### src/include/h80_defs.svh
`ifndef H80_DEFS_SVH
`define H80_DEFS_SVH

`define H80_REG_WIDTH      16
`define H80_ADDR_WIDTH     16
`define H80_INS_WIDTH      16
`define H80_NUM_REGS       16
`define H80_NUM_FLAGS      4

`define H80_FLAG_CARRY     0
`define H80_FLAG_ZERO      1
`define H80_FLAG_SIGN      2
`define H80_FLAG_OVERFLOW  3

// ins[11:9] of a bus instruction
`define H80_CMD_READ_W     3'b001
`define H80_CMD_WRITE_W    3'b011

`define H80_INS_BYTES      2

// ins[15:12] major opcodes
`define H80_OPC_SYS        4'h0
`define H80_OPC_LDI_Z      4'h1
`define H80_OPC_LDI_S      4'h2
`define H80_OPC_BUS        4'h3
`define H80_OPC_ADD        4'h8
`define H80_OPC_SUB        4'h9
`define H80_OPC_AND        4'hc
`define H80_OPC_OR         4'hd
`define H80_OPC_XOR        4'he
`define H80_OPC_CP         4'hf

`endif

### src/h80_pkg.sv
`include "h80_defs.svh"

package h80_pkg;

   typedef logic [`H80_REG_WIDTH-1:0] reg_t;
   typedef logic [`H80_ADDR_WIDTH-1:0] addr_t;
   typedef logic [`H80_INS_WIDTH-1:0] ins_t;
   typedef logic [$clog2(`H80_NUM_REGS)-1:0] reg_num_t;
   typedef logic [`H80_NUM_FLAGS-1:0] flags_t;  // carry, zero, sign, overflow

   typedef enum logic [3:0] {
      OP_NOP,
      OP_HALT,
      OP_LDI,     // byte immediate, already extended
      OP_LOAD,
      OP_STORE,
      OP_JP,      // conditional or not
      OP_ADD,
      OP_SUB,
      OP_AND,
      OP_OR,
      OP_XOR,
      OP_CP       // flags only
   } op_e;

   typedef enum logic {
      S_FETCH_EXEC,  // fetch and execute in one cycle
      S_BUS_RW       // data access of a load or store
   } seq_state_e;

endpackage

### src/h80_op_if.sv
`timescale 1ns/1ns

interface h80_op_if;
   import h80_pkg::*;

   op_e        op;
   reg_num_t   dst;
   reg_t       a_val;
   reg_t       b_val;
   reg_t       imm;        // extended byte or jump-always marker
   logic [1:0] cond_flag;  // flag index for jumps
   logic       cond_true;  // jump when flag equals this

   modport decode (
      output op, dst, a_val, b_val, imm, cond_flag, cond_true
   );

   modport execute (
      input op, dst, a_val, b_val, imm, cond_flag, cond_true
   );

endinterface

### src/h80_decode.sv
`timescale 1ns/1ns
`include "h80_defs.svh"

module h80_decode (
   input  h80_pkg::ins_t     ins,
   output h80_pkg::reg_num_t rd_num_a,
   output h80_pkg::reg_num_t rd_num_b,
   input  h80_pkg::reg_t     rd_val_a,
   input  h80_pkg::reg_t     rd_val_b,
   h80_op_if.decode          op
);
   import h80_pkg::*;

   op_e  dec_op;
   logic jp_always;  // JP R without condition

   assign rd_num_a = ins[7:4];  // data reg of load/store, ALU a
   assign rd_num_b = ins[3:0];  // address or jump target, ALU b

   always_comb begin
      dec_op = OP_NOP;
      jp_always = 1'b0;
      case (ins[15:12])
         `H80_OPC_SYS: begin
            if (ins == 16'h0001) begin
               dec_op = OP_HALT;
            end else if (ins[11:4] == 8'h1e) begin  // 0x01er
               dec_op = OP_JP;
               jp_always = 1'b1;
            end else if (ins[11:7] == 5'b0011_0) begin  // 0x03 00ff/01ff rrrr
               dec_op = OP_JP;
            end
         end
         `H80_OPC_LDI_Z, `H80_OPC_LDI_S: dec_op = OP_LDI;
         `H80_OPC_BUS: begin
            if (!ins[8] && ins[11:9] == `H80_CMD_READ_W) begin
               dec_op = OP_LOAD;
            end else if (!ins[8] && ins[11:9] == `H80_CMD_WRITE_W) begin
               dec_op = OP_STORE;
            end
         end
         `H80_OPC_ADD: dec_op = OP_ADD;
         `H80_OPC_SUB: dec_op = OP_SUB;
         `H80_OPC_AND: dec_op = OP_AND;
         `H80_OPC_OR:  dec_op = OP_OR;
         `H80_OPC_XOR: dec_op = OP_XOR;
         `H80_OPC_CP:  dec_op = OP_CP;
         default:      dec_op = OP_NOP;  // MUL, DIV and unused
      endcase
   end

   always_comb begin
      op.op = dec_op;
      op.dst = (dec_op == OP_LOAD) ? ins[7:4] : ins[11:8];
      op.a_val = rd_val_a;
      op.b_val = rd_val_b;
      op.cond_flag = ins[5:4];
      op.cond_true = ins[6];
      if (dec_op == OP_JP) begin
         op.imm = reg_t'(jp_always);
      end else if (ins[15:12] == `H80_OPC_LDI_S) begin
         op.imm = {{(`H80_REG_WIDTH-8){ins[7]}}, ins[7:0]};
      end else begin
         op.imm = {{(`H80_REG_WIDTH-8){1'b0}}, ins[7:0]};
      end
   end

   // operand values come from the register file
   op_known_a: assert final ($isunknown(ins) ||
      !$isunknown({op.op, op.dst, op.a_val, op.b_val, op.imm}))
      else $error("decode produced unknown op for ins %h", ins);

endmodule

### src/h80_execute.sv
`timescale 1ns/1ns
`include "h80_defs.svh"

module h80_execute (
   input  logic              exec_en,
   h80_op_if.execute         op,
   input  h80_pkg::flags_t   flags,
   output logic              wr_en,
   output h80_pkg::reg_num_t wr_num,
   output h80_pkg::reg_t     wr_data,
   output logic              flag_en,
   output h80_pkg::flags_t   flag_val,
   output logic              jump,
   output h80_pkg::addr_t    jump_addr,
   output logic              bus_req,
   output logic              bus_write,
   output h80_pkg::addr_t    bus_addr,
   output h80_pkg::reg_t     bus_wdata,
   output logic              halt
);
   import h80_pkg::*;

   localparam int SB = `H80_REG_WIDTH - 1;  // sign bit

   logic [`H80_REG_WIDTH:0] a_ext;
   logic [`H80_REG_WIDTH:0] b_ext;
   logic [`H80_REG_WIDTH:0] res;  // top bit is carry or borrow
   logic is_arith;
   logic is_logic;
   logic cond_met;

   assign a_ext = {1'b0, op.a_val};
   assign b_ext = {1'b0, op.b_val};
   assign is_arith = op.op inside {OP_ADD, OP_SUB, OP_CP};
   assign is_logic = op.op inside {OP_AND, OP_OR, OP_XOR};

   always_comb begin
      case (op.op)
         OP_ADD:        res = a_ext + b_ext;
         OP_SUB, OP_CP: res = a_ext - b_ext;
         OP_AND:        res = a_ext & b_ext;
         OP_OR:         res = a_ext | b_ext;
         OP_XOR:        res = a_ext ^ b_ext;
         default:       res = '0;
      endcase
   end

   always_comb begin
      flag_val = '0;
      flag_val[`H80_FLAG_SIGN] = res[SB];
      flag_val[`H80_FLAG_ZERO] = (res[SB:0] == '0);
      if (is_arith) begin
         flag_val[`H80_FLAG_CARRY] = res[`H80_REG_WIDTH];
         if (op.op == OP_ADD) begin
            flag_val[`H80_FLAG_OVERFLOW] = (a_ext[SB] == b_ext[SB]) && (a_ext[SB] != res[SB]);
         end else begin
            flag_val[`H80_FLAG_OVERFLOW] = (a_ext[SB] != b_ext[SB]) && (a_ext[SB] != res[SB]);
         end
      end else begin
         flag_val[`H80_FLAG_OVERFLOW] = ~^res[SB:0];  // even parity
      end
   end

   assign cond_met = op.imm[0] || (flags[op.cond_flag] == op.cond_true);

   assign wr_en = exec_en && (is_logic || op.op inside {OP_LDI, OP_ADD, OP_SUB});
   assign wr_num = op.dst;
   assign wr_data = (op.op == OP_LDI) ? op.imm : res[SB:0];
   assign flag_en = exec_en && (is_arith || is_logic);

   assign jump = exec_en && (op.op == OP_JP) && cond_met;
   assign jump_addr = op.b_val;

   assign bus_req = exec_en && (op.op inside {OP_LOAD, OP_STORE});
   assign bus_write = (op.op == OP_STORE);
   assign bus_addr = op.b_val;  // address register
   assign bus_wdata = op.a_val;
   assign halt = exec_en && (op.op == OP_HALT);

endmodule

### src/h80_regfile.sv
`timescale 1ns/1ns
`include "h80_defs.svh"

module h80_regfile (
   input  logic              clk,
   input  logic              reset,
   input  h80_pkg::reg_num_t rd_num_a,
   input  h80_pkg::reg_num_t rd_num_b,
   output h80_pkg::reg_t     rd_val_a,
   output h80_pkg::reg_t     rd_val_b,
   input  logic              wr_en,
   input  h80_pkg::reg_num_t wr_num,
   input  h80_pkg::reg_t     wr_data,
   input  logic              flag_en,
   input  h80_pkg::flags_t   flag_val,
   input  logic              load_en,
   input  h80_pkg::reg_num_t load_num,
   input  h80_pkg::reg_t     load_data,
   output h80_pkg::flags_t   flags
);
   import h80_pkg::*;

   reg_t regs [`H80_NUM_REGS];

   assign rd_val_a = regs[rd_num_a];
   assign rd_val_b = regs[rd_num_b];

   always_ff @(posedge clk) begin
      if (reset) begin
         for (int i = 0; i < `H80_NUM_REGS; i++) begin
            regs[i] <= '0;
         end
      end else if (wr_en) begin
         regs[wr_num] <= wr_data;  // end of execute cycle
      end else if (load_en) begin
         regs[load_num] <= load_data;  // end of bus cycle
      end
   end

   always_ff @(posedge clk) begin
      if (reset) begin
         flags <= '0;
      end else if (flag_en) begin
         flags <= flag_val;
      end
   end

   // execute writes only in fetch state, loads only in bus state
   wr_load_excl_a: assert property (@(posedge clk) disable iff (reset)
      !(wr_en && load_en))
      else $error("execute write and bus load collide");

endmodule

### src/h80_bus_seq.sv
`timescale 1ns/1ns
`include "h80_defs.svh"

module h80_bus_seq (
   input  logic              clk,
   input  logic              reset,
   input  logic              mem_wait,
   output h80_pkg::addr_t    mem_addr,
   output logic              mem_rd,
   output logic              mem_wr,
   output h80_pkg::reg_t     mem_wdata,
   output logic              halted,
   output logic              exec_en,
   input  logic              jump,
   input  h80_pkg::addr_t    jump_addr,
   input  logic              bus_req,
   input  logic              bus_write,
   input  h80_pkg::addr_t    bus_addr,
   input  h80_pkg::reg_t     bus_wdata,
   input  logic              halt,
   input  h80_pkg::reg_num_t op_dst,
   output logic              load_en,
   output h80_pkg::reg_num_t load_num
);
   import h80_pkg::*;

   seq_state_e state;
   addr_t      pc;
   logic       rw_write;  // pending access is a store
   addr_t      rw_addr;

   assign mem_rd = !halted && ((state == S_FETCH_EXEC) || !rw_write);
   assign mem_wr = (state == S_BUS_RW) && rw_write;
   assign mem_addr = (state == S_FETCH_EXEC) ? pc : rw_addr;
   assign exec_en = (state == S_FETCH_EXEC) && mem_rd && !mem_wait;
   assign load_en = (state == S_BUS_RW) && !rw_write && !mem_wait;

   always_ff @(posedge clk) begin
      if (reset) begin
         state <= S_FETCH_EXEC;
         pc <= '0;
         halted <= 1'b0;
         rw_write <= 1'b0;
      end else begin
         case (state)
            S_FETCH_EXEC: begin
               if (exec_en) begin
                  pc <= jump ? jump_addr : pc + addr_t'(`H80_INS_BYTES);
                  halted <= halt;  // sticky, fetch stops
                  if (bus_req) begin
                     state <= S_BUS_RW;
                     rw_write <= bus_write;
                  end
               end
            end
            S_BUS_RW: begin
               if (!mem_wait) state <= S_FETCH_EXEC;  // hold until access completes
            end
            default: state <= S_FETCH_EXEC;
         endcase
      end
   end

   // access payload, captured with the request
   always_ff @(posedge clk) begin
      if (exec_en && bus_req) begin
         rw_addr <= bus_addr;
         mem_wdata <= bus_wdata;
         load_num <= op_dst;
      end
   end

   // address and command hold while the memory stalls
   bus_hold_a: assert property (@(posedge clk) disable iff (reset)
      mem_wait |=> $stable(mem_addr) && $stable(mem_rd) && $stable(mem_wr))
      else $error("bus access changed during a wait state");

endmodule

### src/h80_cpu.sv
`timescale 1ns/1ns

module h80_cpu (
   input  logic           clk,
   input  logic           reset,
   output h80_pkg::addr_t mem_addr,
   output logic           mem_rd,
   output logic           mem_wr,
   output h80_pkg::reg_t  mem_wdata,
   input  h80_pkg::reg_t  mem_rdata,
   input  logic           mem_wait,
   output logic           halted
);
   import h80_pkg::*;

   reg_num_t rd_num_a;
   reg_num_t rd_num_b;
   reg_t     rd_val_a;
   reg_t     rd_val_b;
   flags_t   flags;
   logic     exec_en;
   logic     wr_en;
   reg_num_t wr_num;
   reg_t     wr_data;
   logic     flag_en;
   flags_t   flag_val;
   logic     jump;
   addr_t    jump_addr;
   logic     bus_req;
   logic     bus_write;
   addr_t    bus_addr;
   reg_t     bus_wdata;
   logic     halt;
   logic     load_en;
   reg_num_t load_num;

   h80_op_if op_bus ();  // decoded operation

   h80_decode u_decode (
      .ins      (mem_rdata),  // instruction straight off the bus
      .rd_num_a (rd_num_a),
      .rd_num_b (rd_num_b),
      .rd_val_a (rd_val_a),
      .rd_val_b (rd_val_b),
      .op       (op_bus)
   );

   h80_execute u_execute (
      .exec_en   (exec_en),
      .op        (op_bus),
      .flags     (flags),
      .wr_en     (wr_en),
      .wr_num    (wr_num),
      .wr_data   (wr_data),
      .flag_en   (flag_en),
      .flag_val  (flag_val),
      .jump      (jump),
      .jump_addr (jump_addr),
      .bus_req   (bus_req),
      .bus_write (bus_write),
      .bus_addr  (bus_addr),
      .bus_wdata (bus_wdata),
      .halt      (halt)
   );

   h80_regfile u_regfile (
      .clk       (clk),
      .reset     (reset),
      .rd_num_a  (rd_num_a),
      .rd_num_b  (rd_num_b),
      .rd_val_a  (rd_val_a),
      .rd_val_b  (rd_val_b),
      .wr_en     (wr_en),
      .wr_num    (wr_num),
      .wr_data   (wr_data),
      .flag_en   (flag_en),
      .flag_val  (flag_val),
      .load_en   (load_en),
      .load_num  (load_num),
      .load_data (mem_rdata),
      .flags     (flags)
   );

   h80_bus_seq u_bus_seq (
      .clk       (clk),
      .reset     (reset),
      .mem_wait  (mem_wait),
      .mem_addr  (mem_addr),
      .mem_rd    (mem_rd),
      .mem_wr    (mem_wr),
      .mem_wdata (mem_wdata),
      .halted    (halted),
      .exec_en   (exec_en),
      .jump      (jump),
      .jump_addr (jump_addr),
      .bus_req   (bus_req),
      .bus_write (bus_write),
      .bus_addr  (bus_addr),
      .bus_wdata (bus_wdata),
      .halt      (halt),
      .op_dst    (op_bus.dst),  // load target
      .load_en   (load_en),
      .load_num  (load_num)
   );

endmodule

### config.mk
export PLATFORM = sky130hd
export DESIGN_NAME = h80_cpu
export DESIGN_NICKNAME = d
export VERILOG_FILES = /design/src/h80_pkg.sv /design/src/h80_op_if.sv /design/src/h80_decode.sv /design/src/h80_execute.sv /design/src/h80_regfile.sv /design/src/h80_bus_seq.sv /design/src/h80_cpu.sv
export VERILOG_INCLUDE_DIRS = /design/src /design/src/include
export SDC_FILE = /design/constraint.sdc
export NUM_CORES = 1
export LEC_CHECK = 0
export BUFFER_PORTS_ARGS = -buffer_cell sky130_fd_sc_hd__buf_4
export CAP_MARGIN = 10
export CORE_ASPECT_RATIO = 1.75
export CORE_MARGIN = 4
export CORE_UTILIZATION = 40
export DETAILED_ROUTE_END_ITERATION = 12
export PLACE_DENSITY_LB_ADDON = 0.3
export RECOVER_POWER = 25
export SYNTH_ARGS = -nofsm -noshare
export SYNTH_HDL_FRONTEND = slang
export SYNTH_HIERARCHICAL = 1
export SYNTH_SLANG_ARGS = --single-unit
### constraint.sdc
create_clock -name clk -period 11.6 [get_ports clk]
set_input_delay 1.16 -clock clk [delete_from_list [all_inputs] [get_ports clk]]
set_output_delay 1.16 -clock clk [all_outputs]
set_load 0.03 [all_outputs]
After elaboration in Yosys (flattened, before gate mapping)
Memory sizes are Yosys's and may differ from the RTL's.
Index checks and enable logic that the tools add are counted.
- RAM bits: 256
- bits of input ports: 19
- register bits after elaboration: 59
- memories kept: 1
- equal/unequal tests: 29
- mux-type cells: 40
- order comparisons: 1
- add/subtract/negate cells: 3
- reductions and logical operators: 38
- bitwise gates (word level): 4
- memories (name ; depth ; bits a word ; rd ports ; clocked after Yosys merged registers in ; write ports ; line ; text):
    u_regfile.regs ; 16 ; 16 ; 2 ; 0 ; 16 ; h80_regfile.sv:23 ; reg_t regs [`H80_NUM_REGS];
- operators by type and width (cell ; count):
    $mux W16 ; 7
    $pmux W17 S5 ; 1
    $eq A4 B4 Y1 const B ; 10
    $pmux W4 S9 ; 1
    $reduce_or A16 Y1 ; 2
    $mux W4 ; 6
    $mux W1 ; 21
    $add A16 B16 Y17 ; 1
    $logic_and A1 B1 Y1 ; 17
    $sub A16 B16 Y17 ; 1
    $add A16 B2 Y16 const B ; 1
    $and A16 B16 Y16 ; 1
    $eq A16 B1 Y1 const B ; 1
    $eq A4 B2 Y1 const B ; 4
    $eq A4 B3 Y1 const B ; 4
    $logic_not A16 Y1 ; 1
    $or A16 B16 Y16 ; 1
    $reduce_xnor A16 Y1 ; 1
    $xor A16 B16 Y16 ; 1
    $reduce_bool A3 Y1 ; 3
    $eq A4 B1 Y1 const B ; 2
    $eq A8 B5 Y1 const B ; 1
    $mux W3 ; 2
    $eq A5 B3 Y1 const B ; 1
    15 further kinds ; 24

Depth between registers and ports, before layout
- word-level depth: 15
- mapped depth: 28

By module
The synthesis kept the hierarchy.
- modules (own cells, without submodules) (module ; area each (um^2) ; instances ; cells each):
    h80_regfile ; 13830.8 ; 1 ; 928
    h80_execute ; 3120.5 ; 1 ; 451
    h80_bus_seq ; 2408.6 ; 1 ; 210
    h80_decode ; 650.6 ; 1 ; 92

Least setup slack after synthesis
OpenSTA, ideal clock, no wires.
- path type: in2reg
- start: input mem_rdata[14]
- end: register u_regfile.flags[3]
- required time: 11.486 ns
- data arrival time: 6.329 ns
- slack: 5.156 ns
- setup time: 0.114 ns
- stages: 24
- buffers on the path: 2
- cells stage by stage: or4_4 or4b_4 a21oi_4 or4_1 buf_2 buf_2 nand2_1 a21oi_1 a31oi_1 xnor2_1 ha_1 a21o_1 a211o_1 o2111ai_2 nand3_1 mux2_4 nor3b_2 ha_1 xor2_1 xnor2_1 xnor2_1 o22ai_1 mux2i_1 nor2_1
- word-level cells in the longest chain between the ends: 10
- elaborated cells on any way between the ends: 32
- those cells by class: eq/ne: 17; mux: 5; reduce/logical: 10
- ends and longest elaborated chain (element ; line ; text):
    start, declared ; h80_cpu.sv:10 ; input h80_pkg::reg_t mem_rdata,
    $eq A16 B1 Y1, or another cell as far along ; h80_decode.sv:25 ; if (ins == 16'h0001) begin
    $mux W4 or $reduce_or A2 Y1 (tied branches) ; h80_decode.sv:25, h80_decode.sv:23 ;
    $pmux W4 S9 (*) ; h80_decode.sv:23 ; case (ins[15:12])
    net op_bus.op[0] ; h80_op_if.sv:6 ; op_e op;
    $eq A4 B4 Y1 or $eq A4 B3 Y1 (tied branches) ; h80_execute.sv:34, h80_execute.sv:38 ;
    $reduce_or A2 Y1 ; h80_execute.sv:38 ; case (op.op)
    $pmux W17 S5 ; h80_execute.sv:38 ;
    $ne A1 B1 Y1 ; h80_execute.sv:55, h80_execute.sv:57 ;
    $logic_and A1 B1 Y1, on equally long branches ; h80_execute.sv:57, h80_execute.sv:55 ;
    $mux W1 ; h80_execute.sv:54 ; if (op.op == OP_ADD) begin
    $mux W1 (*) ; h80_execute.sv:52 ; if (is_arith) begin
    net flag_val[3] ; h80_cpu.sv:26 ; flags_t flag_val;
    end signal, assigned ; h80_regfile.sv:44 ; flags <= flag_val;
    end, declared ; h80_regfile.sv:19 ; output h80_pkg::flags_t flags
The timed path passes the listed nets; every way through them passes the cells marked *.
A chain may end at the register's enable or synchronous reset.

Worst setup path in the final report
- start: input mem_rdata[0]
- end: register u_regfile.flags[3]
- elaborated cells on any way between the ends: 29
- those cells by class: add/sub: 2; eq/ne: 10; mux: 5; bitwise: 3; reduce/logical: 8; memory: 1
- RTL lines (element ; line ; text):
    $mem_v2 Z16 W16 (*) ; n/a ;
    net rd_val_b[4] ; h80_cpu.sv:19 ; reg_t rd_val_b;
    $sub A16 B16 Y17 or $add A16 B16 Y17 (tied branches) ; h80_execute.sv:40, h80_execute.sv:39 ;
    $pmux W17 S5 (*) ; h80_execute.sv:38 ;
    $ne A1 B1 Y1 ; h80_execute.sv:55, h80_execute.sv:57 ;
    $logic_and A1 B1 Y1, on equally long branches ; h80_execute.sv:57, h80_execute.sv:55 ;
    $mux W1 ; h80_execute.sv:54 ;
    $mux W1 (*) ; h80_execute.sv:52 ;
    net flag_val[3] ; h80_cpu.sv:26 ;
Marked as above.

==> results.md <==
* Slowest CP cell: clkbuf_1
* Core box area at 0.0496 mm²
* Synth Warn # at 6
* PnR Total Power at 2.94 mW
* Die height at 304 µm
* Slew HR at -1.58
* Final #Nets at 1,657
* DP HPWL at 42,100 µm
* Syn_nets at 1,759
* # IOs at 54
* Sequential cell area at 0.00923 mm²
* HP Class: register to register
* Worst Setup Path Type: input port to register
* Top post-synthesis cells by area: edfxtp_1 44%, mux4_2 15%, nor2_1 4.4%, buf_4 4.1%, ha_1 3.6%
* Num CTS Buffers at 29
* Final clock skew at 0.0103 ns
* RD Place Congestion at 0.957
* Post-route ant nets at 0
* Setup TNS at 0 ns
* Routed len/inst at 26.5 µm
* Design area at 0.0210 mm²
* Initial core utilization at 0.403
* Antenna diode count at 0
* Avg Cell Area, Syn at 11.9 µm²
* Later-pin clock latency in the skew report at 0.57 ns
* Antenna violations before repair at 0
* Setup WS post-layout at 2.79 ns
* Placement row count at 108
* Post-CTS Setup Inserts at 0
* Maximum root-to-sink buffer count at 3
* Tmin final at 8.81 ns
* Max Fclk at 114 MHz
* Lkg Pwr at 7.07 nW
* Maxcap violations at 6
* Final setup fails at 0
* Worst Max-Slew Pin Slew at 3.88 ns
* Largest stage delay on the critical path at 1.86 ns
* Area of the multi-input gates at 0.00920 mm²
* Cells after synthesis at 1,681
* Iteration-0 DRC Markers at 1,301
* Largest net degree at the start of global routing at 65
* Buf/Inv on CP at 2
* Register area share after synthesis at 0.461
* Outcome: complete, but fails checks
* Crit share post-route at 0.759
* PD cells at 140 mW/mm²
* WL final at 60,000 µm
* Cell type with the largest total area after synthesis: edfxtp_1
* CP required at 12.05 ns
* Post-Place Setup Slack at 3.69 ns
* Synth Register Bits at 315
* Commonest non-fill, non-tap cells in the layout: 292 x edfxtp_1, 236 x nor2_1, 129 x mux4_2
* Drt first pass iters at 7
* Crit start category: input port
* Global route overflow at 0
* CTS Hold Bufs at 0
* CP dominant cell by count: xnor2_1
* Post-CTS Resized at 0
* Async SR Flop Fraction at 0
* Placed cell area at 0.0202 mm²
* CTS tree: yes
* Root Driver: clkbuf_16
* # DRC at 0
* Yosys cell types at 85
* DIE WIDTH at 177 µm
* First-pass GRT wire length at 88,000 µm
* Vias in the first global route at 14,300
* Share of post-route cells with drive strength above 1 at 0.203
* Hold Violations, Final at 0
* Mapped Area at 0.0200 mm²
* Hold_ws at 0.463 ns
* Synth Flop Type: edfxtp_1
* Peak supply drop at 0.114 mV
* Worst-path maximum fanout at 38
* CP endpoint kind: register
* Synth top area share at 0.438
* Vias/cell at 6.05
* CP cell instances: clkbuf_1, buf_4, mux4_2, a22oi_1, nand2_1, nor3_1, nand2_1, nor3_1, a21oi_1, xnor2_1, ha_1, and3_1, nand2_1, o211ai_1, xor2_1, a21oi_1, ha_1, xnor2_1, xnor2_1, xnor2_1, o22ai_1, mux2i_1, nor2_1
* DR vias at 13,700
* Post-synth EDFFs at 292
* Area Growth Syn to Fin at 4.93%
* Unrepaired setup endpoints after global routing: false
* Max Slew Vio Count at 232
* Gr usage total at 0.217
* H-tree depth at 1
* Fillcell total at 4,609
* Commonest non-fill, non-tap cell in the layout: edfxtp_1
* Port bufs at 53
* Delay-heaviest family, CP: buffers and inverters
* Clk sink count at 315
* Failing checks: max-capacitance violations, max-slew violations
* Clock slew at reported path FFs at 0.07 ns
* Critical path arrival at 9.26 ns
* Full die area at 0.0538 mm²
-- area by class of cell --
class,instances,share of cell area
multi-input combinational,1091,0.438
clock buffer,29,0.0346
timing repair buffer,96,0.0270
tap,660,0.0393
sequential,315,0.440
inverter,46,0.00828
clock inverter,24,0.0134
-- through the flow --
stage / utilization / std cells
2_1_floorplan: - / 1681
3_3_place_gp: 0.407 / 2208
3_5_place_dp: 0.407 / 2208
4_1_cts: 0.427 / 2261
5_1_grt: 0.423 / 2261
6_report: 0.423 / 2261
-- sequential cells by signal, indices dropped and copies added, names as in the netlist --
signal and flops:
u_bus_seq/halted 1, u_bus_seq/rw_addr 16, u_bus_seq/mem_wdata 16, u_regfile/flags 4
u_bus_seq/load_num 4, u_bus_seq/pc 16, u_bus_seq/state 1, u_regfile/regs 256
u_bus_seq/rw_write 1
-- worst reg2reg max path, stage by stage, from the launching register on --
cell	delay (ns)
dfxtp_1	0.97
or3_1	0.69
clkinv_2	0.59
o211ai_1	0.27
nor2_1	0.14
or3b_2	0.50
a21oi_1	2.20
nand2_1	0.75
o31ai_4	0.35
buf_4	0.36
-- logic make-up after synthesis --
logic type / count (synthesis) / synth area share
adders and majority gates: 59 / 0.0373
buffers and inverters: 275 / 0.0822
and+or+nand+nor: 581 / 0.148
xor gates and xnor gates: 33 / 0.0151
AOI/OAI and AO/OA: 242 / 0.0843
muxes: 176 / 0.172
DFF: 315 / 0.461
-- report_power, final --
| group | switching (mW) | internal, mW | total, mW |
|---|---|---|---|
| registers | 0.0190 | 1.28 | 1.30 |
| logic | 0.389 | 0.222 | 0.611 |
| clock network | 0.442 | 0.591 | 1.03 |
| total | 0.850 | 2.09 | 2.94 |
-- routing by layer --
layer	part of all wire	track usage	up-vias
li1	-	-	6007
met1	0.34	0.233	6943
met2	0.56	0.420	562
met3	0.057	0.0213	166
met4	0.052	0.101	0
met5	0	0	-
-- cell usage after synthesis (20+ instances only) --
cell type    n
a22oi_1     70
inv_1       45
dfxtp_1     23
clkbuf_1    54
o21ai_0     32
mux2i_1     27
nand3b_1    20
nor3_1      65
ha_1        58
nor2_1     236
buf_2       40
buf_4      109
mux4_2     129
edfxtp_1   292
a21oi_1     49
xnor2_1     26
nand2_1    110
-- path summary, 6_finish.rpt --
check,from,endpoint,slack [ns],cells after the start
setup / recovery,mem_rdata[0],u_regfile/flags[3],2.79,23
setup reg to reg,u_bus_seq/state,u_regfile/regs[3][7],4.44,9
hold reg to reg,u_bus_seq/pc[0],u_bus_seq/pc[0],0.46,2
hold / removal,u_bus_seq/pc[0],u_bus_seq/pc[0],0.46,2
Note: power is estimated with default switching activity, not from simulation.
